$ cat config.mk
export PLATFORM = sky130hd
export DESIGN_NAME = csr_index_top
export DESIGN_NICKNAME = d
export VERILOG_FILES = /design/src/csr_index_pkg.sv /design/src/csr_index_configure_engine.sv /design/src/csr_index_config_fifo.sv /design/src/csr_index_generator.sv /design/src/csr_index_top.sv
export VERILOG_INCLUDE_DIRS = /design/src /design/src/include
export SDC_FILE = /design/constraint.sdc
export NUM_CORES = 1
export LEC_CHECK = 0
export BUFFER_PORTS_ARGS = -buffer_cell sky130_fd_sc_hd__buf_2
export CORE_MARGIN = 10
export CORE_UTILIZATION = 43
export CTS_CLUSTER_DIAMETER = 100
export DETAILED_ROUTE_END_ITERATION = 12
export PLACE_DENSITY = 0.61
export SKIP_CTS_REPAIR_TIMING = 1
export SLEW_MARGIN = 20
export SYNTH_ARGS = -nofsm -noshare
export SYNTH_HDL_FRONTEND = slang
export SYNTH_SLANG_ARGS = --single-unit
$ cat constraint.sdc
create_clock -name ap_clk -period 9 [get_ports ap_clk]
set_input_delay 0.45 -clock ap_clk [delete_from_list [all_inputs] [get_ports ap_clk]]
set_output_delay 0.45 -clock ap_clk [all_outputs]
set_load 0.01 [all_outputs]
$ cat src/include/csr_index_settings.svh
`ifndef CSR_INDEX_SETTINGS_SVH
`define CSR_INDEX_SETTINGS_SVH

// --------------------
// Datapath widths
// --------------------

// Edge-array index, offset and degree width
`define CSR_INDEX_DATA_W 32

// One-hot destination mask, one bit per lane
`define CSR_INDEX_MASK_W 8

// --------------------
// Config FIFO sizing
// --------------------

// Default number of range entries held between engine and generator
`define CSR_INDEX_FIFO_DEPTH 16

// Fill level where response_ready drops
// Leaves four free slots for the three engine stages plus one in flight
`define CSR_INDEX_ALMOST_FULL 12

`endif

$ cat src/csr_index_pkg.sv
`include "csr_index_settings.svh"

package csr_index_pkg;

    // --------------------
    // Scalar words
    // --------------------

    // Index into the edge array, also used for offsets and range bounds
    typedef logic [`CSR_INDEX_DATA_W-1:0] csr_index_t;

    // Edge count of one vertex
    typedef logic [`CSR_INDEX_DATA_W-1:0] csr_degree_t;

    // One-hot lane select carried by each vertex response
    typedef logic [`CSR_INDEX_MASK_W-1:0] csr_module_mask_t;

    // --------------------
    // Range configuration
    // --------------------

    // Half-open range [index_start, index_end)
    // Flattened to a plain vector inside the config FIFO
    typedef struct packed {
        csr_index_t index_start;
        csr_index_t index_end;
    } csr_range_t;

    // --------------------
    // Generator FSM
    // --------------------

    // GEN_IDLE pops a range, GEN_LOAD sets up the walk, GEN_RUN emits indices
    typedef enum logic [1:0] {
        GEN_IDLE = 2'd0,
        GEN_LOAD = 2'd1,
        GEN_RUN  = 2'd2
    } gen_state_e;

endpackage : csr_index_pkg

$ cat src/csr_index_configure_engine.sv
module csr_index_configure_engine #(
    parameter int module_id = 0
) (
    input  logic                             ap_clk,
    input  logic                             areset_csr_index_generator,
    input  logic                             response_valid,
    input  csr_index_pkg::csr_module_mask_t  response_destination,
    input  csr_index_pkg::csr_index_t        response_offset,
    input  csr_index_pkg::csr_degree_t       response_degree,
    input  logic                             almost_full,
    output logic                             response_ready,
    output logic                             push,
    output csr_index_pkg::csr_range_t        push_data
);

    import csr_index_pkg::*;

    // Mask value that addresses this lane
    localparam csr_module_mask_t module_mask = csr_module_mask_t'(1) << module_id;

    // Stage 1, raw input capture
    logic             in_valid_q;
    csr_module_mask_t in_destination_q;
    csr_index_t       in_offset_q;
    csr_degree_t      in_degree_q;

    // Destination compare on the captured response
    logic             in_match;

    // Stage 2, responses for this lane only
    logic             match_valid_q;
    csr_index_t       match_offset_q;
    csr_degree_t      match_degree_q;

    // Stage 3, finished range configuration
    logic             cfg_valid_q;
    csr_range_t       cfg_range_q;

    // --------------------
    // Input register
    // --------------------

    always_ff @(posedge ap_clk) begin
        if (areset_csr_index_generator) begin
            in_valid_q <= 1'b0;
        end else begin
            in_valid_q <= response_valid;
        end
    end

    // Payload only matters when the valid bit says so
    always_ff @(posedge ap_clk) begin
        in_destination_q <= response_destination;
        in_offset_q      <= response_offset;
        in_degree_q      <= response_degree;
    end

    // Exact compare, so multi-bit masks never match
    assign in_match = in_valid_q & (in_destination_q == module_mask);

    // --------------------
    // Filter register
    // --------------------

    always_ff @(posedge ap_clk) begin
        if (areset_csr_index_generator) begin
            match_valid_q <= 1'b0;
        end else begin
            match_valid_q <= in_match;
        end
    end

    always_ff @(posedge ap_clk) begin
        match_offset_q <= in_offset_q;
        match_degree_q <= in_degree_q;
    end

    // --------------------
    // Configuration register
    // --------------------

    // Zero-degree vertices have no edges to walk
    always_ff @(posedge ap_clk) begin
        if (areset_csr_index_generator) begin
            cfg_valid_q <= 1'b0;
        end else begin
            cfg_valid_q <= match_valid_q & (|match_degree_q);
        end
    end

    // End bound is exclusive
    always_ff @(posedge ap_clk) begin
        cfg_range_q.index_start <= match_offset_q;
        cfg_range_q.index_end   <= match_offset_q + match_degree_q;
    end

    // --------------------
    // Outputs
    // --------------------

    assign push      = cfg_valid_q;
    assign push_data = cfg_range_q;

    // Credit style ready, upstream watches it one cycle late
    assign response_ready = ~almost_full;

endmodule : csr_index_configure_engine

$ cat src/csr_index_config_fifo.sv
`include "csr_index_settings.svh"

module csr_index_config_fifo #(
    parameter int data_width        = 2 * `CSR_INDEX_DATA_W,
    parameter int depth             = `CSR_INDEX_FIFO_DEPTH,
    parameter int almost_full_level = `CSR_INDEX_ALMOST_FULL
) (
    input  logic                  ap_clk,
    input  logic                  areset_csr_index_generator,
    input  logic                  push,
    input  logic                  pop,
    input  logic [data_width-1:0] push_data,
    output logic [data_width-1:0] head_data,
    output logic                  not_empty,
    output logic                  almost_full
);

    // Pointer and fill counter widths
    localparam int ptr_w   = (depth > 1) ? $clog2(depth) : 1;
    localparam int count_w = $clog2(depth + 1);

    // Storage
    logic [data_width-1:0] mem [depth];

    logic [ptr_w-1:0]   wr_ptr_q;
    logic [ptr_w-1:0]   rd_ptr_q;
    logic [count_w-1:0] count_q;

    logic full;
    logic do_push;
    logic do_pop;

    // Wrap at depth, so depth need not be a power of two
    function automatic logic [ptr_w-1:0] next_ptr(input logic [ptr_w-1:0] ptr);
        logic [ptr_w-1:0] result;
        if (ptr == ptr_w'(depth - 1)) begin
            result = '0;
        end else begin
            result = ptr + 1'b1;
        end
        return result;
    endfunction

    // --------------------
    // Status
    // --------------------

    assign full        = (count_q == count_w'(depth));
    assign not_empty   = (count_q != '0);
    assign almost_full = (count_q >= count_w'(almost_full_level));

    // Guard against overflow and underflow
    assign do_push = push & ~full;
    assign do_pop  = pop & not_empty;

    // --------------------
    // Pointers and count
    // --------------------

    always_ff @(posedge ap_clk) begin
        if (areset_csr_index_generator) begin
            wr_ptr_q <= '0;
            rd_ptr_q <= '0;
            count_q  <= '0;
        end else begin
            if (do_push) begin
                wr_ptr_q <= next_ptr(wr_ptr_q);
            end
            if (do_pop) begin
                rd_ptr_q <= next_ptr(rd_ptr_q);
            end
            // Simultaneous push and pop leaves the count alone
            case ({do_push, do_pop})
                2'b10:   count_q <= count_q + 1'b1;
                2'b01:   count_q <= count_q - 1'b1;
                default: count_q <= count_q;
            endcase
        end
    end

    // --------------------
    // Storage
    // --------------------

    always_ff @(posedge ap_clk) begin
        if (do_push) begin
            mem[wr_ptr_q] <= push_data;
        end
    end

    // First word falls through
    assign head_data = mem[rd_ptr_q];

endmodule : csr_index_config_fifo

$ cat src/csr_index_generator.sv
module csr_index_generator (
    input  logic                       ap_clk,
    input  logic                       areset_csr_index_generator,
    input  logic                       not_empty,
    input  csr_index_pkg::csr_range_t  head_data,
    input  logic                       index_ready,
    output logic                       pop,
    output logic                       index_valid,
    output csr_index_pkg::csr_index_t  index_out,
    output logic                       index_last
);

    import csr_index_pkg::*;

    gen_state_e state_q;
    gen_state_e state_d;

    // Copy of the popped FIFO head
    csr_range_t range_q;

    // Running index and exclusive end bound
    csr_index_t index_q;
    csr_index_t end_q;
    csr_index_t index_next;

    // Handshake on the index stream
    logic       accept;

    // --------------------
    // Stream outputs
    // --------------------

    assign index_next  = index_q + 1'b1;
    assign index_valid = (state_q == GEN_RUN);
    assign index_out   = index_q;

    // Last when the following index would hit the end bound
    assign index_last = index_valid & (index_next == end_q);

    assign accept = index_valid & index_ready;

    // Pop only with data present, and only between ranges
    assign pop = (state_q == GEN_IDLE) & not_empty;

    // --------------------
    // Next state
    // --------------------

    always_comb begin
        state_d = state_q;
        case (state_q)
            GEN_IDLE: begin
                if (not_empty) begin
                    state_d = GEN_LOAD;
                end
            end
            GEN_LOAD: begin
                state_d = GEN_RUN;
            end
            GEN_RUN: begin
                // Range done once its last index is taken
                if (accept && index_last) begin
                    state_d = GEN_IDLE;
                end
            end
            default: begin
                state_d = GEN_IDLE;
            end
        endcase
    end

    always_ff @(posedge ap_clk) begin
        if (areset_csr_index_generator) begin
            state_q <= GEN_IDLE;
        end else begin
            state_q <= state_d;
        end
    end

    // --------------------
    // Range datapath
    // --------------------

    // Head leaves the FIFO on this edge, so keep a copy
    always_ff @(posedge ap_clk) begin
        if (pop) begin
            range_q <= head_data;
        end
    end

    always_ff @(posedge ap_clk) begin
        if (state_q == GEN_LOAD) begin
            index_q <= range_q.index_start;
            end_q   <= range_q.index_end;
        end else if (accept) begin
            // Held while the sink stalls
            index_q <= index_next;
        end
    end

endmodule : csr_index_generator

$ cat src/csr_index_top.sv
`include "csr_index_settings.svh"

module csr_index_top #(
    parameter int module_id = 0
) (
    input  logic                             ap_clk,
    input  logic                             areset_csr_index_generator,

    // Vertex responses
    input  logic                             response_valid,
    input  csr_index_pkg::csr_module_mask_t  response_destination,
    input  csr_index_pkg::csr_index_t        response_offset,
    input  csr_index_pkg::csr_degree_t       response_degree,
    output logic                             response_ready,

    // Index stream
    output logic                             index_valid,
    output csr_index_pkg::csr_index_t        index_out,
    output logic                             index_last,
    input  logic                             index_ready
);

    import csr_index_pkg::*;

    // Engine to FIFO
    logic       push;
    csr_range_t push_data;
    logic       almost_full;

    // FIFO to generator
    logic       not_empty;
    csr_range_t head_data;
    logic       pop;

    // --------------------
    // Response filter and range builder
    // --------------------

    csr_index_configure_engine #(
        .module_id (module_id)
    ) u_configure_engine (
        .ap_clk                     (ap_clk),
        .areset_csr_index_generator (areset_csr_index_generator),
        .response_valid             (response_valid),
        .response_destination       (response_destination),
        .response_offset            (response_offset),
        .response_degree            (response_degree),
        .almost_full                (almost_full),
        .response_ready             (response_ready),
        .push                       (push),
        .push_data                  (push_data)
    );

    // --------------------
    // Range buffer
    // --------------------

    csr_index_config_fifo #(
        .data_width        ($bits(csr_range_t)),
        .depth             (`CSR_INDEX_FIFO_DEPTH),
        .almost_full_level (`CSR_INDEX_ALMOST_FULL)
    ) u_config_fifo (
        .ap_clk                     (ap_clk),
        .areset_csr_index_generator (areset_csr_index_generator),
        .push                       (push),
        .pop                        (pop),
        .push_data                  (push_data),
        .head_data                  (head_data),
        .not_empty                  (not_empty),
        .almost_full                (almost_full)
    );

    // --------------------
    // Range to index expansion
    // --------------------

    csr_index_generator u_generator (
        .ap_clk                     (ap_clk),
        .areset_csr_index_generator (areset_csr_index_generator),
        .not_empty                  (not_empty),
        .head_data                  (head_data),
        .index_ready                (index_ready),
        .pop                        (pop),
        .index_valid                (index_valid),
        .index_out                  (index_out),
        .index_last                 (index_last)
    );

endmodule : csr_index_top

Word level (Yosys, flattened, before mapping):

Memory sizes are Yosys's and may differ from the RTL's. A register that Yosys moved wholly into a read port is not among the register bits.
Index checks and enable logic that the tools add are counted.
W data, S select, Z words.

* muxes and demuxes: 10
* bitwise gates (word level): 9
* add/sub/neg operators: 6
* $lt $le $gt $ge: 1
* reductions and logical operators: 7
* equal/unequal tests: 11

Operator list (count)
* $mux W32: 2
* $add A32 B1 Y32 const B: 1
* $add A32 B32 Y32: 1
* $eq A32 B32 Y1: 1
* $reduce_or A32 Y1: 1
* $pmux W5 S2: 1
* $add A4 B1 Y4 const B: 2
* $eq A4 B4 Y1 const B: 2
* $eq A8 B1 Y1 const B: 1
* $mux W4: 2
* $and A1 B1 Y1: 7
* $pmux W2 S3: 1
* $add A5 B1 Y5 const B: 1
* $eq A5 B5 Y1 const B: 1
* $ge A5 B4 Y1 const B: 1
* $reduce_bool A5 Y1: 1
* $sub A5 B1 Y5 const B: 1
* $eq A2 B1 Y1 const B: 2
* $eq A2 B2 Y1 const B: 2
* $mux W2: 2
* $ne A2 B2 Y1 const B: 2
* $reduce_bool A2 Y1: 2
* $logic_not A2 Y1: 1
* $mux W1: 2
* other kinds (3): 4

* logic and storage cells: 61
* bits of input ports: 76
* RAM bits: 1024
* memories kept: 1
* register bits after elaboration: 282
* output and inout bits: 35

Memory list
* u_config_fifo.mem: depth 16, bits a word 64, rd ports 1, clocked after memory_dff 1, write ports 1, line csr_index_config_fifo.sv:23 `logic [data_width-1:0] mem [depth];`

Longest topological paths before layout:

* depth after elaboration: 6
* mapped depth: 13
* mapped depth without buffers: 12

Cells and area by module:

From an unflattened synthesis, not the netlist that was laid out.

* cell total of the unflattened synthesis: 2507
* area, all modules: 52036.2 um2

By module, submodules not included
* csr_index_config_fifo: cells an instance 1537, times used 1, sequential area each 31089.8 um2, area each 39675.6 um2
* csr_index_generator: cells an instance 517, times used 1, sequential area each 3883.7 um2, area each 6467.5 um2
* csr_index_configure_engine: cells an instance 453, times used 1, sequential area each 4063.9 um2, area each 5893.2 um2

Least setup slack after synthesis:

No wires, ideal clock.

* path type: reg-to-reg
* start point: register u_config_fifo.count_q[0]
* end point: register u_config_fifo.count_q[4]
* period minus slack after synthesis: 7307 ps
* required time: 8929 ps
* path buffers: 0
* setup time: 71 ps
* slack: 1693 ps
* arrival time: 7237 ps
* cell stages (with the launch flop): 13
* cell sequence: dfxtp_1 or4_1 nor2_1 nor3_1 ha_1 inv_1 fa_1 inv_1 a21o_1 a21oi_1 xnor2_1 or3_1 a21oi_1

* word-level cells in the longest chain between the ends: 5
* elaborated cells on any way between the ends: 12
* those cells by class: add/sub (2); eq/ne (3); mux (1); bitwise (4); reduce/logical (2)

RTL lines
* start, declared: line csr_index_config_fifo.sv:27 `logic [count_w-1:0] count_q;`
* start signal, assigned: line csr_index_config_fifo.sv:74 `2'b10: count_q <= count_q + 1'b1;`
* start signal, assigned: line csr_index_config_fifo.sv:75 `2'b01: count_q <= count_q - 1'b1;`
* start signal, assigned: line csr_index_config_fifo.sv:76 `default: count_q <= count_q;`
* $reduce_bool A5 Y1 *: line csr_index_config_fifo.sv:49 `assign not_empty = (count_q != '0);`
* $and A1 B1 Y1 *: line csr_index_generator.sv:43 `assign pop = (state_q == GEN_IDLE) & not_empty;`
* named net pop: line csr_index_top.sv:33 `logic pop;`
* $and A1 B1 Y1 *: line csr_index_config_fifo.sv:54 `assign do_pop = pop & not_empty;`
* $eq A2 B1 Y1 / $eq A2 B2 Y1 (equally long branches): line csr_index_config_fifo.sv:73 `case ({do_push, do_pop})`
* $pmux W5 S2 / $reduce_bool A2 Y1 (equally long branches)

The timed path passes the listed nets; every way through them passes the cells marked *.
A chain may end at the register's enable or synchronous reset.

Worst setup path after layout:

* start point: register u_generator.index_q[4] (netlist: u_generator.index_out[4])
* end point: output port index_last

* word-level cells in the longest chain between the ends: 3

RTL lines
* start, declared: line csr_index_generator.sv:22 `csr_index_t index_q;`
* start signal, assigned: line csr_index_generator.sv:93 `index_q <= range_q.index_start;`
* start signal, assigned: line csr_index_generator.sv:97 `index_q <= index_next;`
* $add A32 B1 Y32: line csr_index_generator.sv:33 `assign index_next = index_q + 1'b1;`
* $eq A32 B32 Y1: line csr_index_generator.sv:38 `assign index_last = index_valid & (index_next == end_q);`
* $and A1 B1 Y1: line csr_index_generator.sv:38
* end, declared: line csr_index_top.sv:19 `output logic index_last,`

Every way passes these cells.

==> impl_metrics.yaml <==
logic_synthesis:
  yosys-top-cells-area: "edfxtp_1 68%, mux4_2 14%, dfxtp_1 8.5%"
  async_flop_share: 0
  ys.flop_type: "edfxtp_1"
  synth.most_common_cell: "edfxtp_1"
  synth_top_area_share: 0.677
  synth_cell_types: 82
  netlist_instances: 2459
  seq_area_frac_synth: 0.763
  synth_edf_count: 1152
  synth_area_um2: 51100
  syn_area_per_cell_um2: 20.8
  syn_nets: 2578
  yosysWarnings: 0
  yosysTopAreaCell: "edfxtp_1"
  ys_ff_latch: 1370
  synth_commonest_cells: "1152 x edfxtp_1, 320 x mux4_2, 218 x dfxtp_1"
floorplan:
  fp.dieH_um: 365
  io_pins: 111
  die_w_um: 365
  initial_core_util: 0.433
  coreArea_um2: 118000
  core.rowCount: 126
  dieArea_um2: 133000
place:
  place_area_um2: 53600
  place_worst_setup_slack_ns: 4.74
  hpwl_mm: 76.1
  io_buffers: 110
  place_congestion: 0.917
power_and_ir_drop:
  power_frac_clock: 0.359
  p_sw_frac: 0.267
  power_switching_mw: 4.44
  leakagePower_nw: 19.1
  finalPower_mw: 16.7
  power_frac_seq: 0.490
  p_per_area_nw_per_um2: 281
  peakVddDrop_mv: 0.195
  comb_power_share: 0.151
  intPower_mw: 12.2
layout:
  finalInstanceArea_um2: 59300
  final.fill_count: 9321
  area_growth_pct: 16.0
  drive_gt1_frac: 0.268
  nets: 2855
critical_path:
  cp.arrival_ns: 4.61
  critPathMostFrequentCell: "nor4_1"
  critical_path.max_fanout: 14
  r2r_start: "u_generator.index_out[4]"
  crit_buf_inv: 1
  crit_chain: "nand3_1, nor4_1, and2_0, o22ai_1, nor4b_2, nand4_1, nor4_1, and4_1, buf_2"
  startpoint: "u_generator.index_out[4]"
  crit_family: "simple AND/OR/NAND/NOR gates"
  cp-end-kind: "primary output"
  cp.required_ns: 8.55
  cp-start-kind: "flop"
  max_stage_delay_ns: 1.10
  critical_path.slowest_cell: "nor4_1"
  crit_type: "flop to primary output"
sta:
  max_freq_mhz: 197
  hold_viol: 0
  grt_setup_unrepaired: "false"
  tightest_slew_ns: 1.15
  worst_slack_ns: 3.94
  max-slew-margin-rel: 0.229
  finalSetupViolations: 0
  period_minus_slack_ns: 5.06
  setup_tns_ns: 0
  fin_worst_skew_ns: 0.0390
  slew_viol_final: 0
  fin_crit_sh: 0.563
global_route:
  grt_pass1_vias: 25800
  grt_max_degree: 79
  top_usage_layer: "met2"
  grt-ovfl-total: 0
  grt_antenna_before_repair: 6
  grt_pass1_wl_mm: 186
  grt_util_met3: 0.0295
  grt.total_usage: 0.194
  met2_usage: 0.317
  grtUsageMet1: 0.267
hold_path:
  hold_class: "input pin to flop"
  hold_start: "areset_csr_index_generator"
clocking:
  cts_num_sinks: 1370
  cts_made_buffers: 142
  clock_latency_ns: 0.76
  cts_tree: "done"
  cts_buffer_depth: 3
  clk_pin_slew_ns: 0.06
  cts.htree.levels: 4
  clockRootBuffer: "clkbuf_16"
drt:
  drtIter0Drc: 2630
  drtAntennaViolNets: 0
  wire_per_inst_um: 29.3
  vias: 25200
  via_per_inst: 5.74
  totalWireLength_mm: 129
  first_pass_iters: 5
  remaining_drc_errors: 0
run:
  maxCapViolCount: 0
run_status:
  status: "complete, no violations"
==> through the flow <==
| step | util | std cells | hold WS, ns |
|---|---|---|---|
| finish | 0.502 | 4393 | 0.136 |
| global route | 0.502 | 4391 | 0.141 |
| CTS | 0.496 | 4317 | -0.267 |
| detailed placement | 0.454 | 4054 | 0.312 |
| global placement | 0.454 | 4054 | 0.314 |
| floorplan | - | 2459 | 0.310 |
==> layer usage <==
layer,routed length [µm],vias up
met5,0,-
met4,3430,0
met3,7640,185
met2,63300,935
met1,54400,13500
li1,-,10600
==> cells by family after synthesis <==
logic type / after synthesis / share of synthesized area
buffers and inverters: 132 / 0.0120
adders and majority gates: 44 / 0.0110
DFF: 1370 / 0.763
and+or+nand+nor: 318 / 0.0334
AOI/OAI and AO/OA: 179 / 0.0222
xor gates and xnor gates: 91 / 0.0164
muxes: 325 / 0.142
==> flip-flops by register name, indices dropped and copies added, names as in the netlist, 2 cells and up <==
signal,count
u_configure_engine.in_degree_q,32
u_configure_engine.match_offset_q,32
u_generator.state_q,2
u_configure_engine.match_degree_q,32
u_generator.end_q,32
u_config_fifo.mem,1024
u_configure_engine.push_data,64
u_generator.index_out,32
u_configure_engine.in_offset_q,32
u_generator.range_q,64
u_configure_engine.in_destination_q,8
u_config_fifo.wr_ptr_q,4
u_config_fifo.rd_ptr_q,4
u_config_fifo.count_q,5
==> path summary, 6_finish.rpt <==
| path | depth (start not counted) | slack [ns] | to |
|---|---|---|---|
| min | 2 | 0.14 | u_config_fifo.rd_ptr_q[1] |
| max reg2reg | 8 | 5.07 | u_generator.state_q[1] |
| max | 9 | 3.94 | index_last |
| min reg2reg | 0 | 0.31 | u_configure_engine.match_offset_q[6] |
==> cell usage in the layout (no fill, tap or decap), drive strengths merged, types with 9 or more instances in the layout <==
master       instances
buf                164
nand4               16
inv                 37
xnor2               54
nor2                82
dlygate4sd3         74
and3                11
nand3               25
xor2                34
nor3                17
nand2               70
clkbuf             187
a211oi               9
nand2b              16
ha                  41
edfxtp            1152
dfxtp              218
mux4               320
nor4                28
a21oi               59
o21ai               38
clkinv              53
bufinv              10
==> layout make-up <==
| type | instances | area, µm² | area share |
|---|---|---|---|
| flip-flops and latches | 1370 | 39000 | 0.658 |
| well taps | 1536 | 1920 | 0.0324 |
| clock inverters | 76 | 928 | 0.0157 |
| inverters | 27 | 101 | 0.00171 |
| repair buffers | 238 | 1710 | 0.0288 |
| multi-input cells | 957 | 11600 | 0.196 |
| clock buffers | 187 | 4000 | 0.0675 |
| diodes | 2 | 5.00 | 0.0000845 |
==> power groups by stage <==
| stage | combinational (mW) | clock (mW) | sequential (mW) |
|---|---|---|---|
| after detailed placement | 2.52 | 0 | 8.31 |
| final | 2.51 | 5.99 | 8.17 |
| after global placement | 2.49 | 0 | 8.28 |
| after CTS | 2.52 | 6.11 | 8.17 |
| after floorplan | 1.94 | 0 | 7.88 |
| after global routing | 2.72 | 6.36 | 8.22 |
Note: power is estimated with default switching activity, not from simulation.
